File: src/include/eth_tx_params.svh
// compile-time sizes for the ethernet transmit path
// data width, slot capacity, slot count, sent-packet counter width

`ifndef ETH_TX_PARAMS_SVH
`define ETH_TX_PARAMS_SVH

// bits per data word, only 32 is supported
`define ETH_DATA_WIDTH 32

// bytes per buffer slot
`define ETH_MTU 2048

// ping-pong buffer slots
`define ETH_SLOTS 2

// saturating sent-packet counter
`define ETH_COUNT_WIDTH 16

`endif

File: src/hdl/eth_tx_pkg.sv
// shared types for the ethernet transmit path
// word, byte mask, slot address, packet size and packet count

`include "eth_tx_params.svh"

package eth_tx_pkg;

  // one bus word
  typedef logic [`ETH_DATA_WIDTH-1:0] word_t;

  typedef logic [`ETH_DATA_WIDTH/8-1:0] mask_t;  // byte enables

  // byte address inside one slot
  typedef logic [$clog2(`ETH_MTU)-1:0] addr_t;

  // 0 .. MTU bytes, needs one bit more than addr_t
  typedef logic [$clog2(`ETH_MTU+1)-1:0] size_t;

  typedef logic [`ETH_COUNT_WIDTH-1:0] count_t;

endpackage

File: src/hdl/pkt_read_if.sv
// read side of the packet buffer
// sender modport reads words and acks, buffer modport serves them

`timescale 1ns/1ps

interface pkt_read_if;
  import eth_tx_pkg::*;

  logic  avail;   // committed packet at head
  size_t rsize;
  word_t rdata;   // one cycle after rvalid
  logic  rvalid;
  addr_t raddr;
  logic  ack;     // frees head slot

  modport sender (
    input  avail, rsize, rdata,
    output rvalid, raddr, ack
  );

  modport buffer (
    output avail, rsize, rdata,
    input  rvalid, raddr, ack
  );

endinterface

File: src/hdl/ethernet_sender.sv
// streams committed packets from the buffer as AXI-Stream beats
// keep mask on the last beat, tlast, tuser and a saturating sent count

`timescale 1ns/1ps

`include "eth_tx_params.svh"

module ethernet_sender (
  input  logic               clk_i,
  input  logic               reset_i,
  pkt_read_if.sender         rd_o,
  output eth_tx_pkg::word_t  tx_axis_tdata_o,
  output eth_tx_pkg::mask_t  tx_axis_tkeep_o,
  output logic               tx_axis_tvalid_o,
  output logic               tx_axis_tlast_o,
  output logic               tx_axis_tuser_o,
  input  logic               tx_axis_tready_i,
  output eth_tx_pkg::count_t send_count_o
);
  import eth_tx_pkg::*;

  localparam int bytes_lp = `ETH_DATA_WIDTH / 8;
  localparam int off_w_lp = $clog2(bytes_lp);
  localparam int ptr_w_lp = $clog2(`ETH_MTU / bytes_lp);

  if (`ETH_DATA_WIDTH != 32) begin : g_width_check
    $error("ethernet_sender supports a 32-bit data path only");
  end

  logic [ptr_w_lp-1:0] beat_ptr_r;
  logic [ptr_w_lp-1:0] end_ptr;
  logic [off_w_lp-1:0] remain;
  logic                last_beat;
  logic                stall;
  logic                issue;
  mask_t               keep_next;

  mask_t  tkeep_r;
  logic   tvalid_r;
  logic   tlast_r;
  count_t send_count_r;

  // word index of the last byte
  assign end_ptr   = ptr_w_lp'((rd_o.rsize - 1'b1) >> off_w_lp);
  assign remain    = rd_o.rsize[off_w_lp-1:0];
  assign last_beat = (beat_ptr_r == end_ptr);

  assign stall = tx_axis_tvalid_o & ~tx_axis_tready_i;
  assign issue = rd_o.avail & ~stall;

  assign rd_o.rvalid = issue;
  assign rd_o.raddr  = addr_t'({beat_ptr_r, {off_w_lp{1'b0}}});
  assign rd_o.ack    = issue & last_beat;

  always_comb begin
    keep_next = '1;
    if (last_beat) begin
      case (remain)
        2'd1:    keep_next = 4'b0001;
        2'd2:    keep_next = 4'b0011;
        2'd3:    keep_next = 4'b0111;
        default: keep_next = 4'b1111;   // full last word
      endcase
    end
  end

  always_ff @(posedge clk_i) begin
    if (!reset_i) begin
      beat_ptr_r   <= '0;
      tvalid_r     <= 1'b0;
      tkeep_r      <= '0;
      tlast_r      <= 1'b0;
      send_count_r <= '0;
    end else begin
      if (issue) begin
        tvalid_r <= 1'b1;
        tkeep_r  <= keep_next;
        tlast_r  <= last_beat;
        if (last_beat) begin
          beat_ptr_r <= '0;
          if (send_count_r != '1) begin
            send_count_r <= send_count_r + 1'b1;   // saturates
          end
        end else begin
          beat_ptr_r <= beat_ptr_r + 1'b1;
        end
      end else if (tx_axis_tready_i) begin
        tvalid_r <= 1'b0;
      end
    end
  end

  // data comes straight from the buffer read register
  assign tx_axis_tdata_o  = rd_o.rdata;
  assign tx_axis_tkeep_o  = tkeep_r;
  assign tx_axis_tvalid_o = tvalid_r;
  assign tx_axis_tlast_o  = tlast_r;
  assign tx_axis_tuser_o  = 1'b0;   // no error marking
  assign send_count_o     = send_count_r;

  a_stall_holds_data: assert property (@(posedge clk_i) disable iff (!reset_i)
    tx_axis_tvalid_o && !tx_axis_tready_i |=> $stable(tx_axis_tdata_o));

  a_nonzero_size: assert property (@(posedge clk_i) disable iff (!reset_i)
    rd_o.avail |-> rd_o.rsize != '0);

endmodule

File: src/flat_wrapper.sv
// flat-port wrapper written by rule: the top's interface ports become plain ports
module ethernet_sender_flat import eth_tx_pkg::*;
  (clk_i, reset_i, tx_axis_tdata_o, tx_axis_tkeep_o, tx_axis_tvalid_o, tx_axis_tlast_o, tx_axis_tuser_o, tx_axis_tready_i, send_count_o, rd_o_avail, rd_o_rsize, rd_o_rdata, rd_o_rvalid, rd_o_raddr, rd_o_ack);
  pkt_read_if rd_o_i ();
  input  logic clk_i;
  input  logic reset_i;
  output eth_tx_pkg::word_t tx_axis_tdata_o;
  output eth_tx_pkg::mask_t tx_axis_tkeep_o;
  output logic tx_axis_tvalid_o;
  output logic tx_axis_tlast_o;
  output logic tx_axis_tuser_o;
  input  logic tx_axis_tready_i;
  output eth_tx_pkg::count_t send_count_o;
  input wire logic [$bits(rd_o_i.avail)-1:0] rd_o_avail;
  input wire logic [$bits(rd_o_i.rsize)-1:0] rd_o_rsize;
  input wire logic [$bits(rd_o_i.rdata)-1:0] rd_o_rdata;
  output wire logic [$bits(rd_o_i.rvalid)-1:0] rd_o_rvalid;
  output wire logic [$bits(rd_o_i.raddr)-1:0] rd_o_raddr;
  output wire logic [$bits(rd_o_i.ack)-1:0] rd_o_ack;
  assign rd_o_i.avail = rd_o_avail;
  assign rd_o_i.rsize = rd_o_rsize;
  assign rd_o_i.rdata = rd_o_rdata;
  assign rd_o_rvalid = rd_o_i.rvalid;
  assign rd_o_raddr = rd_o_i.raddr;
  assign rd_o_ack = rd_o_i.ack;
  ethernet_sender u_core (.clk_i(clk_i), .reset_i(reset_i), .rd_o(rd_o_i), .tx_axis_tdata_o(tx_axis_tdata_o), .tx_axis_tkeep_o(tx_axis_tkeep_o), .tx_axis_tvalid_o(tx_axis_tvalid_o), .tx_axis_tlast_o(tx_axis_tlast_o), .tx_axis_tuser_o(tx_axis_tuser_o), .tx_axis_tready_i(tx_axis_tready_i), .send_count_o(send_count_o));
endmodule
File: config.mk
export PLATFORM = sky130hd
export DESIGN_NAME = ethernet_sender_flat
export DESIGN_NICKNAME = d
export VERILOG_FILES = /design/src/hdl/eth_tx_pkg.sv /design/src/hdl/pkt_read_if.sv /design/src/hdl/ethernet_sender.sv /design/src/flat_wrapper.sv
export VERILOG_INCLUDE_DIRS = /design/src /design/src/include
export SDC_FILE = /design/constraint.sdc
export NUM_CORES = 1
export LEC_CHECK = 0
export BUFFER_PORTS_ARGS = -buffer_cell sky130_fd_sc_hd__buf_4
export CAP_MARGIN = 15
export CORE_MARGIN = 4
export CORE_UTILIZATION = 49
export CTS_BUF_LIST = sky130_fd_sc_hd__clkbuf_8
export CTS_CLUSTER_DIAMETER = 80
export DETAILED_ROUTE_END_ITERATION = 8
export PLACE_DENSITY = 0.95
export SLEW_MARGIN = 40
export SYNTH_ARGS = -nofsm -noshare
export SYNTH_HDL_FRONTEND = slang
export SYNTH_SLANG_ARGS = --single-unit
File: constraint.sdc
create_clock -name clk_i -period 8.75 [get_ports clk_i]
set_clock_uncertainty 0.15 [all_clocks]
set_input_delay 2.1875 -clock clk_i [delete_from_list [all_inputs] [get_ports clk_i]]
set_output_delay 2.1875 -clock clk_i [all_outputs]
set_load 0.01 [all_outputs]
Yosys cells after proc, flatten, opt, wreduce, memory -nomap -nowiden
Index checks and enable logic that the tools add are counted.
- flip-flop bits (word level): 31
- input port bits: 48
- output and inout port bits: 68
- word-level logic and storage cells: 25
- bitwise operators: 5
- muxes and demuxes: 5
- add/sub/neg operators: 3
- reductions and logical operators: 2
- equal/unequal tests: 5
- operators by type and width (cell ; number):
    $add A16 B1 Y16 const B ; 1
    $ne A16 B16 Y1 const B ; 1
    $pmux W4 S3 ; 1
    $sub A11 B1 Y11 const B ; 1
    $add A9 B1 Y9 const B ; 1
    $eq A9 B9 Y1 ; 1
    $mux W9 ; 1
    $eq A2 B2 Y1 const B ; 2
    $mux W4 ; 1
    $and A1 B1 Y1 ; 3
    $reduce_and A3 Y1 ; 1
    $eq A2 B1 Y1 const B ; 1
    $mux W1 ; 2
    $not A1 Y1 ; 2
    $reduce_bool A2 Y1 ; 1

Longest topological paths before layout
- depth in word-level cells: 5
- gate-level depth with buffers: 10

Least setup slack after synthesis
No wires, ideal clock.
- path kind: input port to output port
- from: input rd_o_rsize[2]
- to: output rd_o_ack
- buffers on the path: 0
- data arrival time: 4105 ps
- slack: 2308 ps
- stages: 6
- required time: 6412 ps
- path through: or4_4 -> o41ai_1 -> a21oi_1 -> a2111oi_4 -> nand4_1 -> inv_1
- cells in the longest elaborated chain, start to end: 3
- ends and longest elaborated chain (item ; RTL line ; RTL):
    from (decl) ; flat_wrapper.sv:15 ; input wire logic [$bits(rd_o_i.rsize)-1:0] rd_o_rsize;
    $sub A11 B1 Y11 ; ethernet_sender.sv:44 ; assign end_ptr = ptr_w_lp'((rd_o.rsize - 1'b1) >> off_w_lp);
    $eq A9 B9 Y1 ; ethernet_sender.sv:46 ; assign last_beat = (beat_ptr_r == end_ptr);
    $and A1 B1 Y1 ; ethernet_sender.sv:53 ; assign rd_o.ack = issue & last_beat;
    to (decl) ; flat_wrapper.sv:19 ; output wire logic [$bits(rd_o_i.ack)-1:0] rd_o_ack;
Every way passes these cells.

Final worst setup path
- from: input rd_o_rsize[1]
- to: output rd_o_ack
Same word-level chain as after synthesis.

==> results.md <==
- Fin util: 56.9%
- PortBufs: 47
- Final #Nets: 311
- Max-slew violations: 0
- Vias per inst: 5.64
- Number of global-route vias before repair: 1703
- DRC viols: 0
- DR WL/cell: 14.8 um
- Status: complete, no violations
- Layout area overhead: 11.4%
- Total track usage: 18.1%
- DRT iter0 DRCs: 83
- GR peak layer: met2
- Cell Rows: 23
- Normalized max-slew margin: 62.8%
- Hold Crit Depth: 1
- Post-Synth Adder-Cell Area: 3.02%
- Tmin final: 7.12 ns
- Worst-path fanout max: 7
- Hold path start: u_core.tx_axis_tkeep_o[0]
- Die area: 0.00533 mm^2
- Die Wd: 73.0 um
- Met3 GRT Util: 7.02%
- Total Wirelength: 4.56 mm
- Post-synthesis mux area share: 0.966%
- M1 GR Usage: 20.4%
- XOR/XNOR Fraction of Synth Area: 9.72%
- Reg clk slew, reported paths: 0.06 ns
- CTS sink cnt: 31
- Area leader, netlist: dfxtp_1
- Synth Warn #: 0
- Met2 GRT Util: 29.5%
- Via count: 1744
- Placer Congestion: 0.804
- Latest clock arrival within the worst-skew pair: 0.29 ns
- First-pass GRT wire length: 7.62 mm
- Post-synth cell types: 45
- Top-area cell type share of the netlist area: 30.0%
- Critical path class: in -> out
- Maximum clock rate: 140 MHz
- Mapped cell area: 0.00207 mm^2
- Largest net degree at the start of global routing: 30
- Maximum level of the CTS H-tree: 2
- Setup Fix Bufs, Post-CTS: 0
- Fin. Hold Viols: 0
- Ys flop type: dfxtp_1
- Synth top area cells: dfxtp_1, buf_4, xor2_1, xnor2_1, nand2_1
- CTS tree: yes
- Die H: 73.0 um
- Hold/Removal Path Class: reg -> reg
- Simple-Gate Fraction of Synth Area: 25.9%
- CP Data Required Time: 6.41 ns
- Reg-to-reg endpoint: u_core.send_count_o[5]
- Clock buffer depth: 2
- Total gr overflow: 0
- Non-Filler Instances: 309
- Compound-gate portion of the synthesized area: 15.3%
- FF-to-FF path depth: 7
- FF-to-FF setup slack: 5.94 ns
- Top Ports: 116
- Cts hold-fix bufs: 0
- PwrDens: 133 mW/mm^2
- Asr flop ratio synth: 0%
- Worst-Margin Slew: 0.558 ns
- Yosys reg bits: 31
- LEAKAGE: 0.000955 uW
- Worst hold slack: 0.317 ns
- Antenna violations before repair: 0
- CTS root buffer: clkbuf_8
- Arr. time, crit path: 4.78 ns
- Crit path capture type: primary output
- CORE AREA: 0.00406 mm^2
- Max-cap violation count: 0
- CTS resizes: 0
- Post-Place Cells: 301
- IR drop worst, VDD: 0.0855 mV
- Starting Density: 51.1%
- Share of cells above drive strength 1: 24.3%
- Post-synthesis sequential area ratio: 30.0%
- Post-Synthesis Cells: 243
- TritonCTS Buffers: 5
- N_diodes: 0
- Post-DRT Antenna Nets: 0
- Startpoint types: input pin
- DR pass1 iterations: 4
- Main combinational cell family by area after synthesis: simple AND/OR/NAND/NOR gates
- Number of synthesized flops with an enable pin: 0
- Worst Hold End: u_core.tx_axis_tkeep_o[0]
- HPWL after DPL: 3.39 mm
- Setup TNS: 0 ns
- Worst r2r src: u_core.beat_ptr_r[1]
- RSZ-0062 raised after global routing: false
- Synthesized area per cell: 8.53 um^2
- Period utilization: 81.4%
- Setup violators final: 0
[flip-flops by register name, summed over array words and instances (netlist names)]
name and count:
u_core.beat_ptr_r 9, u_core.tx_axis_tlast_o 1, u_core.tx_axis_tkeep_o 4, u_core.send_count_o 16, u_core.tx_axis_tvalid_o 1
[layout by cell type (no fill, tap or decap), types with 2 or more instances in the layout]
| cell type | n |
|---|---|
| xnor2_1 | 11 |
| nand2b_1 | 6 |
| o31ai_1 | 7 |
| nor2_1 | 12 |
| a21oi_1 | 6 |
| inv_1 | 7 |
| or3_1 | 3 |
| a21boi_0 | 5 |
| nand4_1 | 7 |
| nand2_1 | 23 |
| dfxtp_1 | 31 |
| nor3_1 | 3 |
| mux2i_1 | 2 |
| nor4_1 | 2 |
| buf_4 | 47 |
| clkbuf_8 | 7 |
| o21ai_0 | 6 |
| a2111oi_4 | 2 |
| a21boi_1 | 2 |
| xor2_1 | 12 |
| o211ai_1 | 3 |
| nand3_1 | 10 |
| and2_1 | 4 |
| or4_1 | 4 |
| and3_1 | 9 |
| ha_1 | 5 |
| nor2b_1 | 4 |
| conb_1 | 3 |
[cells by family (layout without fill, tap and decap cells)]
family / Yosys count / after routing
XOR/XNOR: 23 / 23
flip-flops: 31 / 31
AND/OR/NAND/NOR: 95 / 95
adder cells (fa/ha/maj): 5 / 5
other: 1 / 3
multiplexers: 2 / 2
AO/OA/AOI/OAI: 39 / 39
buffers and inverters: 47 / 61
[critical path, stage by stage]
cell and delay, ns:
buf_4 0.12, inv_1 0.09, ha_1 0.19, nor3b_2 0.46, xor2_1 0.13, o22a_1 0.27, a2111oi_4 0.55, nand4_1 0.40
inv_1 0.23, buf_4 0.15
[cell usage after synthesis, types with 2 or more instances]
cell	instances
a2111oi_4	2
nor2b_1	4
and3_1	9
xnor2_1	11
inv_1	6
a21boi_0	5
o21ai_0	6
nand4_1	7
nand2b_1	6
nand3_1	10
or4_1	4
o31ai_1	7
o211ai_1	3
nor3_1	3
nand2_1	23
nor4_1	2
a21oi_1	6
a21boi_1	2
dfxtp_1	31
xor2_1	12
clkbuf_1	5
or3_1	3
buf_4	35
and2_1	4
ha_1	5
mux2i_1	2
nor2_1	12
[metal layers]
metal | vias to the layer above | share of wire [%]
met5 | - | 0
met4 | 0 | 2.2
met3 | 13 | 9.0
met2 | 57 | 47
met1 | 833 | 41
li1 | 841 | -
[worst max path at each step]
| stage | start | endpoint | slack, ns |
|---|---|---|---|
| after floorplan | rd_o_rsize[2] | rd_o_ack | 2.31 |
| after global placement | rd_o_rsize[1] | rd_o_ack | 1.74 |
| after detailed placement | rd_o_rsize[1] | rd_o_ack | 1.61 |
| after CTS | rd_o_rsize[1] | rd_o_ack | 1.60 |
| after global routing | rd_o_rsize[1] | rd_o_ack | 1.41 |
| final | rd_o_rsize[1] | rd_o_ack | 1.63 |
[cell type report]
class	count	area [um^2]
clock buffer	7	96.3
clock inverter	1	3.75
fill	370	1750
inverter	6	22.5
multi-input combinational	167	1150
sequential	31	621
tap	50	62.6
timing repair buffer	47	353
[power breakdown]
group	switching, uW	internal [uW]	leakage (uW)
logic	19.7	17.0	0.000648
registers	2.51	144	0.000252
clock network	53.3	70.5	0.0000557
[per-stage QoR]
step                area (um^2)  worst slack, ns  power, uW
floorplan                  2080             2.31        187
global placement           2210             1.74        185
detailed placement         2210             1.61        186
CTS                        2310             1.60        311
global route               2310             1.41        320
finish                     2310             1.63        307
No activity file was read; power rests on OpenSTA's default activity.
