==> src/include/eth_tx_params.svh <==
// compile-time sizes for the ethernet transmit path
// data width, slot capacity, slot count, sent-packet counter width

`ifndef ETH_TX_PARAMS_SVH
`define ETH_TX_PARAMS_SVH

// bits per data word, only 32 is supported
`define ETH_DATA_WIDTH 32

// bytes per buffer slot
`define ETH_MTU 2048

// ping-pong buffer slots
`define ETH_SLOTS 2

// saturating sent-packet counter
`define ETH_COUNT_WIDTH 16

`endif

==> src/hdl/eth_tx_pkg.sv <==
// shared types for the ethernet transmit path
// word, byte mask, slot address, packet size and packet count

`include "eth_tx_params.svh"

package eth_tx_pkg;

  // one bus word
  typedef logic [`ETH_DATA_WIDTH-1:0] word_t;

  typedef logic [`ETH_DATA_WIDTH/8-1:0] mask_t;  // byte enables

  // byte address inside one slot
  typedef logic [$clog2(`ETH_MTU)-1:0] addr_t;

  // 0 .. MTU bytes, needs one bit more than addr_t
  typedef logic [$clog2(`ETH_MTU+1)-1:0] size_t;

  typedef logic [`ETH_COUNT_WIDTH-1:0] count_t;

endpackage

==> src/hdl/pkt_write_if.sv <==
// write side of the packet buffer
// host modport drives writes, buffer modport answers with req

`timescale 1ns/1ps

interface pkt_write_if;
  import eth_tx_pkg::*;

  logic  wsize_valid;
  size_t wsize;
  logic  wvalid;
  addr_t waddr;
  word_t wdata;
  mask_t wmask;
  logic  send;   // commit pulse
  logic  req;    // level, a slot is free

  modport host (
    output wsize_valid, wsize, wvalid, waddr, wdata, wmask, send,
    input  req
  );

  modport buffer (
    input  wsize_valid, wsize, wvalid, waddr, wdata, wmask, send,
    output req
  );

endinterface

==> src/hdl/host_write_arbiter.sv <==
// round-robin arbiter for two hosts sharing the buffer write side
// ownership is held for a whole packet and released after send

`timescale 1ns/1ps

module host_write_arbiter (
  input  logic               clk_i,
  input  logic               reset_i,
  input  logic               host0_claim_i,
  input  logic               host1_claim_i,
  output logic               host0_grant_o,
  output logic               host1_grant_o,
  input  logic               host0_wsize_valid_i,
  input  eth_tx_pkg::size_t  host0_wsize_i,
  input  logic               host0_wvalid_i,
  input  eth_tx_pkg::addr_t  host0_waddr_i,
  input  eth_tx_pkg::word_t  host0_wdata_i,
  input  eth_tx_pkg::mask_t  host0_wmask_i,
  input  logic               host0_send_i,
  input  logic               host1_wsize_valid_i,
  input  eth_tx_pkg::size_t  host1_wsize_i,
  input  logic               host1_wvalid_i,
  input  eth_tx_pkg::addr_t  host1_waddr_i,
  input  eth_tx_pkg::word_t  host1_wdata_i,
  input  eth_tx_pkg::mask_t  host1_wmask_i,
  input  logic               host1_send_i,
  pkt_write_if.host          wr_o
);
  import eth_tx_pkg::*;

  logic busy_r;
  logic owner_r;   // 1 = host 1
  logic last_r;    // previous winner
  logic winner;
  logic owner_send;

  assign host0_grant_o = busy_r & ~owner_r;
  assign host1_grant_o = busy_r & owner_r;

  // on a tie the host not granted last time wins
  always_comb begin
    if (host0_claim_i && host1_claim_i) begin
      winner = ~last_r;
    end else begin
      winner = host1_claim_i;
    end
  end

  assign owner_send = owner_r ? host1_send_i : host0_send_i;

  always_ff @(posedge clk_i) begin
    if (!reset_i) begin
      busy_r  <= 1'b0;
      owner_r <= 1'b0;
      last_r  <= 1'b1;   // host 0 wins first
    end else if (busy_r) begin
      if (owner_send) begin
        busy_r <= 1'b0;
      end
    end else if (wr_o.req && (host0_claim_i || host1_claim_i)) begin
      busy_r  <= 1'b1;
      owner_r <= winner;
      last_r  <= winner;
    end
  end

  always_comb begin
    wr_o.wsize_valid = 1'b0;
    wr_o.wsize       = '0;
    wr_o.wvalid      = 1'b0;
    wr_o.waddr       = '0;
    wr_o.wdata       = '0;
    wr_o.wmask       = '0;
    wr_o.send        = 1'b0;
    if (host0_grant_o) begin
      wr_o.wsize_valid = host0_wsize_valid_i;
      wr_o.wsize       = host0_wsize_i;
      wr_o.wvalid      = host0_wvalid_i;
      wr_o.waddr       = host0_waddr_i;
      wr_o.wdata       = host0_wdata_i;
      wr_o.wmask       = host0_wmask_i;
      wr_o.send        = host0_send_i;
    end else if (host1_grant_o) begin
      wr_o.wsize_valid = host1_wsize_valid_i;
      wr_o.wsize       = host1_wsize_i;
      wr_o.wvalid      = host1_wvalid_i;
      wr_o.waddr       = host1_waddr_i;
      wr_o.wdata       = host1_wdata_i;
      wr_o.wmask       = host1_wmask_i;
      wr_o.send        = host1_send_i;
    end
  end

  // a host lets go of its claim by the send cycle
  a_claim_released: assert property (@(posedge clk_i) disable iff (!reset_i)
    !((host0_send_i && host0_claim_i) || (host1_send_i && host1_claim_i)));

  // hosts only strobe inside their own grant window
  a_host0_strobe: assert property (@(posedge clk_i) disable iff (!reset_i)
    !host0_grant_o |-> !(host0_wsize_valid_i || host0_wvalid_i || host0_send_i));
  a_host1_strobe: assert property (@(posedge clk_i) disable iff (!reset_i)
    !host1_grant_o |-> !(host1_wsize_valid_i || host1_wvalid_i || host1_send_i));

endmodule

==> src/flat_wrapper.sv <==
// flat-port wrapper written by rule: the top's interface ports become plain ports
module host_write_arbiter_flat import eth_tx_pkg::*;
  (clk_i, reset_i, host0_claim_i, host1_claim_i, host0_grant_o, host1_grant_o, host0_wsize_valid_i, host0_wsize_i, host0_wvalid_i, host0_waddr_i, host0_wdata_i, host0_wmask_i, host0_send_i, host1_wsize_valid_i, host1_wsize_i, host1_wvalid_i, host1_waddr_i, host1_wdata_i, host1_wmask_i, host1_send_i, wr_o_wsize_valid, wr_o_wsize, wr_o_wvalid, wr_o_waddr, wr_o_wdata, wr_o_wmask, wr_o_send, wr_o_req);
  pkt_write_if wr_o_i ();
  input  logic clk_i;
  input  logic reset_i;
  input  logic host0_claim_i;
  input  logic host1_claim_i;
  output logic host0_grant_o;
  output logic host1_grant_o;
  input  logic host0_wsize_valid_i;
  input  eth_tx_pkg::size_t host0_wsize_i;
  input  logic host0_wvalid_i;
  input  eth_tx_pkg::addr_t host0_waddr_i;
  input  eth_tx_pkg::word_t host0_wdata_i;
  input  eth_tx_pkg::mask_t host0_wmask_i;
  input  logic host0_send_i;
  input  logic host1_wsize_valid_i;
  input  eth_tx_pkg::size_t host1_wsize_i;
  input  logic host1_wvalid_i;
  input  eth_tx_pkg::addr_t host1_waddr_i;
  input  eth_tx_pkg::word_t host1_wdata_i;
  input  eth_tx_pkg::mask_t host1_wmask_i;
  input  logic host1_send_i;
  output wire logic [$bits(wr_o_i.wsize_valid)-1:0] wr_o_wsize_valid;
  output wire logic [$bits(wr_o_i.wsize)-1:0] wr_o_wsize;
  output wire logic [$bits(wr_o_i.wvalid)-1:0] wr_o_wvalid;
  output wire logic [$bits(wr_o_i.waddr)-1:0] wr_o_waddr;
  output wire logic [$bits(wr_o_i.wdata)-1:0] wr_o_wdata;
  output wire logic [$bits(wr_o_i.wmask)-1:0] wr_o_wmask;
  output wire logic [$bits(wr_o_i.send)-1:0] wr_o_send;
  input wire logic [$bits(wr_o_i.req)-1:0] wr_o_req;
  assign wr_o_wsize_valid = wr_o_i.wsize_valid;
  assign wr_o_wsize = wr_o_i.wsize;
  assign wr_o_wvalid = wr_o_i.wvalid;
  assign wr_o_waddr = wr_o_i.waddr;
  assign wr_o_wdata = wr_o_i.wdata;
  assign wr_o_wmask = wr_o_i.wmask;
  assign wr_o_send = wr_o_i.send;
  assign wr_o_i.req = wr_o_req;
  host_write_arbiter u_core (.clk_i(clk_i), .reset_i(reset_i), .host0_claim_i(host0_claim_i), .host1_claim_i(host1_claim_i), .host0_grant_o(host0_grant_o), .host1_grant_o(host1_grant_o), .host0_wsize_valid_i(host0_wsize_valid_i), .host0_wsize_i(host0_wsize_i), .host0_wvalid_i(host0_wvalid_i), .host0_waddr_i(host0_waddr_i), .host0_wdata_i(host0_wdata_i), .host0_wmask_i(host0_wmask_i), .host0_send_i(host0_send_i), .host1_wsize_valid_i(host1_wsize_valid_i), .host1_wsize_i(host1_wsize_i), .host1_wvalid_i(host1_wvalid_i), .host1_waddr_i(host1_waddr_i), .host1_wdata_i(host1_wdata_i), .host1_wmask_i(host1_wmask_i), .host1_send_i(host1_send_i), .wr_o(wr_o_i));
endmodule
==> config.mk <==
export PLATFORM = sky130hd
export DESIGN_NAME = host_write_arbiter_flat
export DESIGN_NICKNAME = d
export VERILOG_FILES = /design/src/hdl/eth_tx_pkg.sv /design/src/hdl/pkt_write_if.sv /design/src/hdl/host_write_arbiter.sv /design/src/flat_wrapper.sv
export VERILOG_INCLUDE_DIRS = /design/src /design/src/include
export SDC_FILE = /design/constraint.sdc
export NUM_CORES = 1
export LEC_CHECK = 0
export BUFFER_PORTS_ARGS = -buffer_cell sky130_fd_sc_hd__buf_2
export CORE_AREA = 2 2 75 77
export DETAILED_ROUTE_END_ITERATION = 8
export DIE_AREA = 0 0 77 79
export PLACE_DENSITY = 0.67
export SLEW_MARGIN = 10
export SYNTH_ARGS = -nofsm -noshare
export SYNTH_HDL_FRONTEND = slang
export SYNTH_SLANG_ARGS = --single-unit
export TNS_END_PERCENT = 20
==> constraint.sdc <==
create_clock -name clk_i -period 1.45 [get_ports clk_i]
set_clock_uncertainty 0.05 [all_clocks]
set_input_delay 0.145 -clock clk_i [delete_from_list [all_inputs] [get_ports clk_i]]
set_output_delay 0.145 -clock clk_i [all_outputs]
set_load 0.01 [all_outputs]
=== After elaboration in Yosys (flattened, before gate mapping) ===
Index checks and enable logic that the tools add are counted.

* Add/subtract/negate cells: 0
* Multiply operators: 0
* Div/mod/pow operators: 0
* Magnitude comparators: 0
* Eq/ne operators: 0
* Shift-type cells: 0
* Muxes and demuxes: 19
* Bitwise logic cells: 5
* Reduce and logical (&&, ||, !) cells: 4

{| class="wikitable"
|+ Operator list
! operator !! number
|-
| two-way mux 32 bit || 2
|-
| two-way mux 12 bit || 2
|-
| two-way mux 11 bit || 2
|-
| two-way mux 1 bit || 11
|-
| two-way mux 4 bit || 2
|-
| NOT 1 bit || 3
|-
| AND 1 bit || 2
|-
| logical AND 1 bit || 2
|-
| AND reduction 2 bit || 1
|-
| logical OR 1 bit || 1
|}

* Register bits: 3
* Latch bits: 0
* Memory bits (writable): 0
* ROM bits: 0
* Output and inout port bits: 64
* Memories: 0

=== Longest topological paths before layout ===
Gate-level depths: netlist (run 1).

* Word-level depth: 4
* Gate-level depth with buffers: 4
* Depth with buffers taken out: 2

=== Worst setup path before layout (run 1) ===
OpenSTA, ideal clock, no wires.

* Path kind: reg2out
* Start point: reg u_core.busy_r
* End point: out wr_o_waddr[6]
* Arrival: 0.942 ns
* Required time: 1.255 ns
* Setup slack: 0.313 ns
* Cell stages (with the launch flop): 4
* Buffers on the path: 2
* Path through: dfxtp_1 buf_2 clkbuf_1 nor2b_1

* Longest elaborated chain between the ends: 3
* Elaborated cells between the ends (all ways): 4

{| class="wikitable"
|+ RTL lines
! what !! line !! source
|-
| start, declared || host_write_arbiter.sv:31 || <nowiki>logic busy_r;</nowiki>
|-
| start signal, assigned || host_write_arbiter.sv:53 || <nowiki>busy_r <= 1'b0;</nowiki>
|-
| start signal, assigned || host_write_arbiter.sv:58 || <nowiki>busy_r <= 1'b0;</nowiki>
|-
| start signal, assigned || host_write_arbiter.sv:61 || <nowiki>busy_r <= 1'b1;</nowiki>
|-
| AND 1 bit || host_write_arbiter.sv:38 || <nowiki>assign host1_grant_o = busy_r & owner_r;</nowiki>
|-
| two-way mux 11 bit || host_write_arbiter.sv:83 || <nowiki>end else if (host1_grant_o) begin</nowiki>
|-
| two-way mux 11 bit (*) || host_write_arbiter.sv:75 || <nowiki>if (host0_grant_o) begin</nowiki>
|-
| end, declared || flat_wrapper.sv:28 || <nowiki>output wire logic [$bits(wr_o_i.waddr)-1:0] wr_o_waddr;</nowiki>
|}

Mark *: on every way between the ends. The rest lies on a longest branch, timed or not.

=== Worst setup path in the final report (run 1) ===
* Start point: reg u_core.owner_r
* End point: out wr_o_wdata[9]

* Longest elaborated chain between the ends: 3
* Elaborated cells between the ends (all ways): 5

{| class="wikitable"
|+ RTL lines
! what !! line !! source
|-
| start, declared || host_write_arbiter.sv:32 || <nowiki>logic owner_r;</nowiki>
|-
| start signal, assigned || host_write_arbiter.sv:62 || <nowiki>owner_r <= winner;</nowiki>
|-
| AND 1 bit or NOT 1 bit (tied branches) || host_write_arbiter.sv:38, host_write_arbiter.sv:37 ||
|-
| two-way mux 32 bit or AND 1 bit (tied branches) || host_write_arbiter.sv:83, host_write_arbiter.sv:37 ||
|-
| two-way mux 32 bit (*) || host_write_arbiter.sv:75 ||
|-
| end, declared || flat_wrapper.sv:29 || <nowiki>output wire logic [$bits(wr_o_i.wdata)-1:0] wr_o_wdata;</nowiki>
|}

Marked as above.

==> results of run 1 <==
## final timing paths
path,startpoint,end,slack (ps),cells past startpoint
worst max register to register,u_core.busy_r,u_core.busy_r,300,3
worst min register to register,u_core.last_r,u_core.last_r,460,2
worst min-delay path,reset_i,u_core.last_r,130,2
worst max-delay path,u_core.owner_r,wr_o_wdata[9],-40,5
## cell usage after synthesis
master	count	area share, %
buf_4	1	0.59
nand4bb_1	1	0.89
o211ai_1	1	0.59
and2_1	3	1.5
dfxtp_1	3	4.7
mux2i_1	62	49
and3b_1	1	0.69
nand4b_1	1	0.69
o21ai_0	1	0.39
nand2b_1	1	0.49
inv_1	1	0.30
nor2b_1	63	31
buf_6	6	5.3
clkbuf_1	4	1.2
a2bb2o_1	1	0.79
o22ai_1	1	0.49
nand2_1	1	0.30
buf_2	3	1.2
## worst max-delay path: stages, from the launching register on
cell,delay (ps)
dfxtp_4,370
buf_8,130
buf_16,130
mux2i_2,220
nor2b_1,80
buf_2,140
## state kept, by name, indices dropped and copies added, names as in the netlist
name / flops
u_core.last_r: 1
u_core.busy_r: 1
u_core.owner_r: 1
## layout make-up
cell class	instances	area [um2]
clock buffers	4	45.04
fillers	540	2786
inverters	1	3.754
multi-input cells	137	1127
flip-flops and latches	3	63.81
well taps	72	90.09
repair buffers	206	1221
## layer usage
| layer | track usage [%] | part of all wire [%] |
|---|---|---|
| met1 | 14.84 | 41 |
| met2 | 25.79 | 51 |
| met3 | 3.068 | 7.9 |
| met4 | 3.214 | 0 |
| met5 | 0 | 0 |
## power by group
group	leakage, nW	internal, mW	switching [mW]
clock	0.0228	0.187	0.0533
combinational	1.30	0.423	0.308
sequential	0.0255	0.0889	0.00663
total	1.35	0.700	0.368
## kinds of logic (layout without fill, tap and decap cells)
group	count (synthesis)	after routing
buffers and inverters	15	211
AOI/OAI and AO/OA	4	4
and+or+nand+nor	71	71
muxes	62	62
DFF	3	3
## timing repair
action,4_1_cts,5_1_grt
gates resized for setup,1,11
setup buffers,0,3
pin swaps,0,0
gates cloned,0,8
endpoints found under the setup margin,4,62
==> qor.txt, run 1 <==
Outcome -> finished, violations left
Violated checks -> setup timing
CTS Buffer Depth -> 2
Remaining DRCs -> 0
Main combinational cell family by area after synthesis -> multiplexers
TritonCTS clock tree -> built
Xor/xnor cell area share of the yosys netlist -> 0%
Lkg Pwr -> 1.353 nW
RSZ-0062 raised after global routing -> yes
Worst Setup Path Type -> reg -> out
Die area -> 0.006083 mm2
Row Count -> 27
Simple-gate share of the synthesized area -> 35.57%
Startpoint Class -> register
Register area share after synthesis -> 4.729%
Most common cell after layout, fill and taps aside -> buf_2
Total CTS buffers -> 3
Final Non-Filler Cells -> 423
Hold buffers post-CTS -> 0
Setup tns final -> -369.0 ps
Detail Placement HPWL -> 3681 um
Synth unique cells -> 18
Detailed Route Iter0 Violations -> 24
CP Max Fanout -> 5
Buffers on Ports -> 192
DP Area -> 0.002280 mm2
Largest net degree at the start of global routing -> 70
TritonRoute pass-1 iters -> 4
Mapped Area -> 0.001270 mm2
Post-layout worst setup margin -> -37.51 ps
Cells after Synth -> 155
Total chip power -> 1.068 mW
Hold Path Class -> in -> reg
GRT Residual Overflow -> 0
Post-Route WL -> 5316 um
Vias/cell -> 4.251
Period minus WS final -> 1488 ps
Dpl cells -> 408
Overall routing resource usage -> 13.39%
Antenna cells -> 0
Worst VDD drop -> 0.0003079 V
Maximum clock rate -> 0.6723 GHz
First-pass GRT wire length -> 6900 um
Die X -> 77 um
Clk root buf -> clkbuf_8
Commonest non-fill, non-tap cells in the layout -> buf_2, nor2b_1, mux2i_1, mux2i_2, clkbuf_16
Share of cells above drive strength 1 -> 61.82%
Final worst-path cycle share -> 102.6%
Per-cell routed wire length -> 12.57 um
Antenna Nets Post-Route -> 0
Pwr dens -> 418.5 mW/mm2
Slew headroom -> 85.67%
Compound-Gate Fraction of Synth Area -> 2.266%
Worst EP arrival -> 1290 ps
Gp weighted congestion -> 0.7563
Final #Nets -> 481
Max-Cap Viols -> 0
Clock Sink Count -> 3
Vias -> 1798
P&R area growth vs syn -> 100.9%
H-tree levels -> 1
Seq cells post-synth -> 3
Synth Area per Inst -> 8.193 um2
Final hold slack -> 128.7 ps
Core area -> 0.005338 mm2
Worst slack at placement -> 197.2 ps
Worst endpoint required time -> 1250 ps
Starting Density -> 23.79%
Synth Warn # -> 0
Num ports -> 193
Post-route core utilization -> 47.80%
Syn Nets -> 284
Crit. End Element -> output pin
Initial antenna violation count -> 0
Post-synthesis mux area share -> 48.87%
Measured slew at the worst slew-check pin -> 215.0 ps
Clock slew seen by the registers of the worst setup and hold paths -> 30 ps
Latest clock arrival within the worst-skew pair -> 210 ps
Adder-cell share of the synthesized area -> 0%
Chip height -> 79 um
Final setup viols -> 31
Final slew viol count -> 0
Final hold vios -> 0
Vias in the first global route -> 1580
Final instance area -> 0.002551 mm2
Note: power is estimated with default switching activity, not from simulation.
==> run 2: changes to the inputs <==
--- a/config.mk
+++ b/config.mk
@@ -8,8 +8,8 @@
 export LEC_CHECK = 0
 export BUFFER_PORTS_ARGS = -buffer_cell sky130_fd_sc_hd__buf_2
-export CORE_AREA = 2 2 75 77
+export CORE_AREA = 2 2 74 76
 export DETAILED_ROUTE_END_ITERATION = 8
-export DIE_AREA = 0 0 77 79
-export PLACE_DENSITY = 0.67
+export DIE_AREA = 0 0 76 78
+export PLACE_DENSITY = 0.71
 export SLEW_MARGIN = 10
 export SYNTH_ARGS = -nofsm -noshare
==> constraint.sdc (replaced) <==
create_clock -name clk_i -period 1.3 [get_ports clk_i]
set_clock_uncertainty 0.05 [all_clocks]
set_input_delay 0.065 -clock clk_i [delete_from_list [all_inputs] [get_ports clk_i]]
set_output_delay 0.065 -clock clk_i [all_outputs]
set_load 0.01 [all_outputs]
==> qor.txt, run 2 (same netlist as run 1, synthesis figures left out) <==
Antenna Nets Post-Route -> 0 (unchanged)
CP Max Fanout -> 16 (+11)
Met1 usage -> 14.84% (about the same)
Share of cells above drive strength 1 -> 60.17% (-1.6 points)
Clock slew seen by the registers of the worst setup and hold paths -> 30 ps (about the same)
Overall routing resource usage -> 16.07% (+2.7 points)
Antenna cells -> 0 (unchanged)
Outcome -> finished, violations left
Slew headroom -> 87.64% (+2.0 points)
Delay-heaviest family, CP -> flip-flops
Final hold vios -> 0 (unchanged)
Detailed Route Iter0 Violations -> 21 (-13%)
Final instance area -> 0.002396 mm2 (-6.1%)
Latest clock arrival within the worst-skew pair -> 210 ps (about the same)
Buffers on Ports -> 192 (unchanged)
Regs by FF count -> u_core.busy_r x1, u_core.last_r x1, u_core.owner_r x1
RSZ-0062 raised after global routing -> yes
Worst slack at placement -> 93.87 ps (-103.4 ps)
Max stage delay cell, worst path -> dfxtp_4
TritonRoute pass-1 iters -> 2 (-2)
Core area -> 0.005042 mm2 (-5.5%)
Setup tns final -> -848.6 ps (-479.6 ps)
Chip height -> 78 um (-1.3%)
CTS Buffer Depth -> 2 (unchanged)
GRT Max-Usage Layer -> met2
Starting Density -> 25.19% (+1.4 points)
Per-cell routed wire length -> 12.22 um (-2.7%)
Commonest non-fill, non-tap cells in the layout -> buf_2, nor2b_1, mux2i_1, buf_12, mux2i_2
Row Count -> 26 (-3.7%)
Largest net degree at the start of global routing -> 38 (-46%)
Gp weighted congestion -> 0.6901 (-8.8%)
H-tree levels -> 1 (unchanged)
Post-layout worst setup margin -> -79.02 ps (-41.51 ps)
Worst endpoint required time -> 1190 ps (-60 ps)
Measured slew at the worst slew-check pin -> 181.8 ps (-33.15 ps)
Max-Cap Viols -> 0 (unchanged)
Grt met3 use -> 5.000% (+1.9 points)
Clk root buf -> clkbuf_8
Worst VDD drop -> 0.0003259 V (+5.9%)
Bufs and invs on worst path -> 2 (-1)
Final #Nets -> 474 (-1.5%)
DP Area -> 0.002292 mm2 (+0.55%)
Crit. End Element -> output pin
GRT Residual Overflow -> 0 (unchanged)
CP Cell Sequence -> buf_12 > mux2i_2 > nor2b_1 > buf_2
Met2 Usage GRT -> 32.59% (+6.8 points)
Violated checks -> setup timing
TritonCTS clock tree -> built
Startpoint Class -> register
Maximum clock rate -> 0.7252 GHz
Die area -> 0.005928 mm2 (-2.5%)
Clock Sink Count -> 3 (unchanged)
Initial antenna violation count -> 0 (unchanged)
Final worst-path cycle share -> 106.1%
P&R area growth vs syn -> 88.67%
Final setup viols -> 44 (+42%)
Vias -> 1780 (-1.0%)
Post-Route WL -> 5060 um (-4.8%)
First-pass GRT wire length -> 7997 um (+16%)
Die X -> 76 um (-1.3%)
Period minus WS final -> 1379 ps
Vias in the first global route -> 1789 (+13%)
Final slew viol count -> 0 (unchanged)
Remaining DRCs -> 0 (unchanged)
CP peak stage delay -> 410 ps (+40 ps)
Most common cell after layout, fill and taps aside -> buf_2
Worst EP arrival -> 1260 ps (-30 ps)
Num ports -> 193 (unchanged)
Hold buffers post-CTS -> 0 (unchanged)
Total CTS buffers -> 3 (unchanged)
Hold Path Class -> in -> reg
Post-route core utilization -> 47.52% (-0.28 points)
Lkg Pwr -> 1.281 nW (-5.3%)
Pwr dens -> 470.8 mW/mm2 (+12%)
Worst Setup Path Type -> reg -> out
Vias/cell -> 4.300 (+1.2%)
-- run 2: final timing paths --
path                   from             to  slack, ps  cells after the start
max          u_core.owner_r    wr_o_wvalid        -80                      4
min                 reset_i  u_core.last_r         30                      2
max reg2reg  u_core.owner_r  u_core.busy_r        200                      3
min reg2reg   u_core.last_r  u_core.last_r        450                      2
-- run 2: timing repair --
item	in CTS	in global routing
endpoints found under the hold margin	0	0
setup endpoints to repair	58	62
cloned	2	0
resized for setup	4	3
setup buffers	2	0
-- run 2: per-layer routing --
metal	part of all wire [%]	wire, um
met5	0	0
met4	2.3	116
met3	9.3	473
met2	54	2746
met1	34	1724
-- run 2: stage by stage --
step | hold slack, ps | power (mW) | instances
floorplan | 103.9 | 0.5001 | 155
global placement | 251.0 | 0.8208 | 408
detailed placement | 255.8 | 0.8375 | 408
CTS | 34.49 | 1.159 | 416
global route | 46.06 | 1.220 | 414
finish | 34.52 | 1.128 | 414
-- run 2: layout make-up --
type,count,area [um2]
fillers,482,2646
well taps,70,87.58
multi-input cells,137,1116
flip-flops and latches,3,63.81
inverters,1,3.754
repair buffers,199,1080
clock buffers,4,45.04
-- run 2: power breakdown --
part / switching, mW / internal [mW]
combinational: 0.325 / 0.426
clock: 0.0571 / 0.209
sequential: 0.0117 / 0.0993
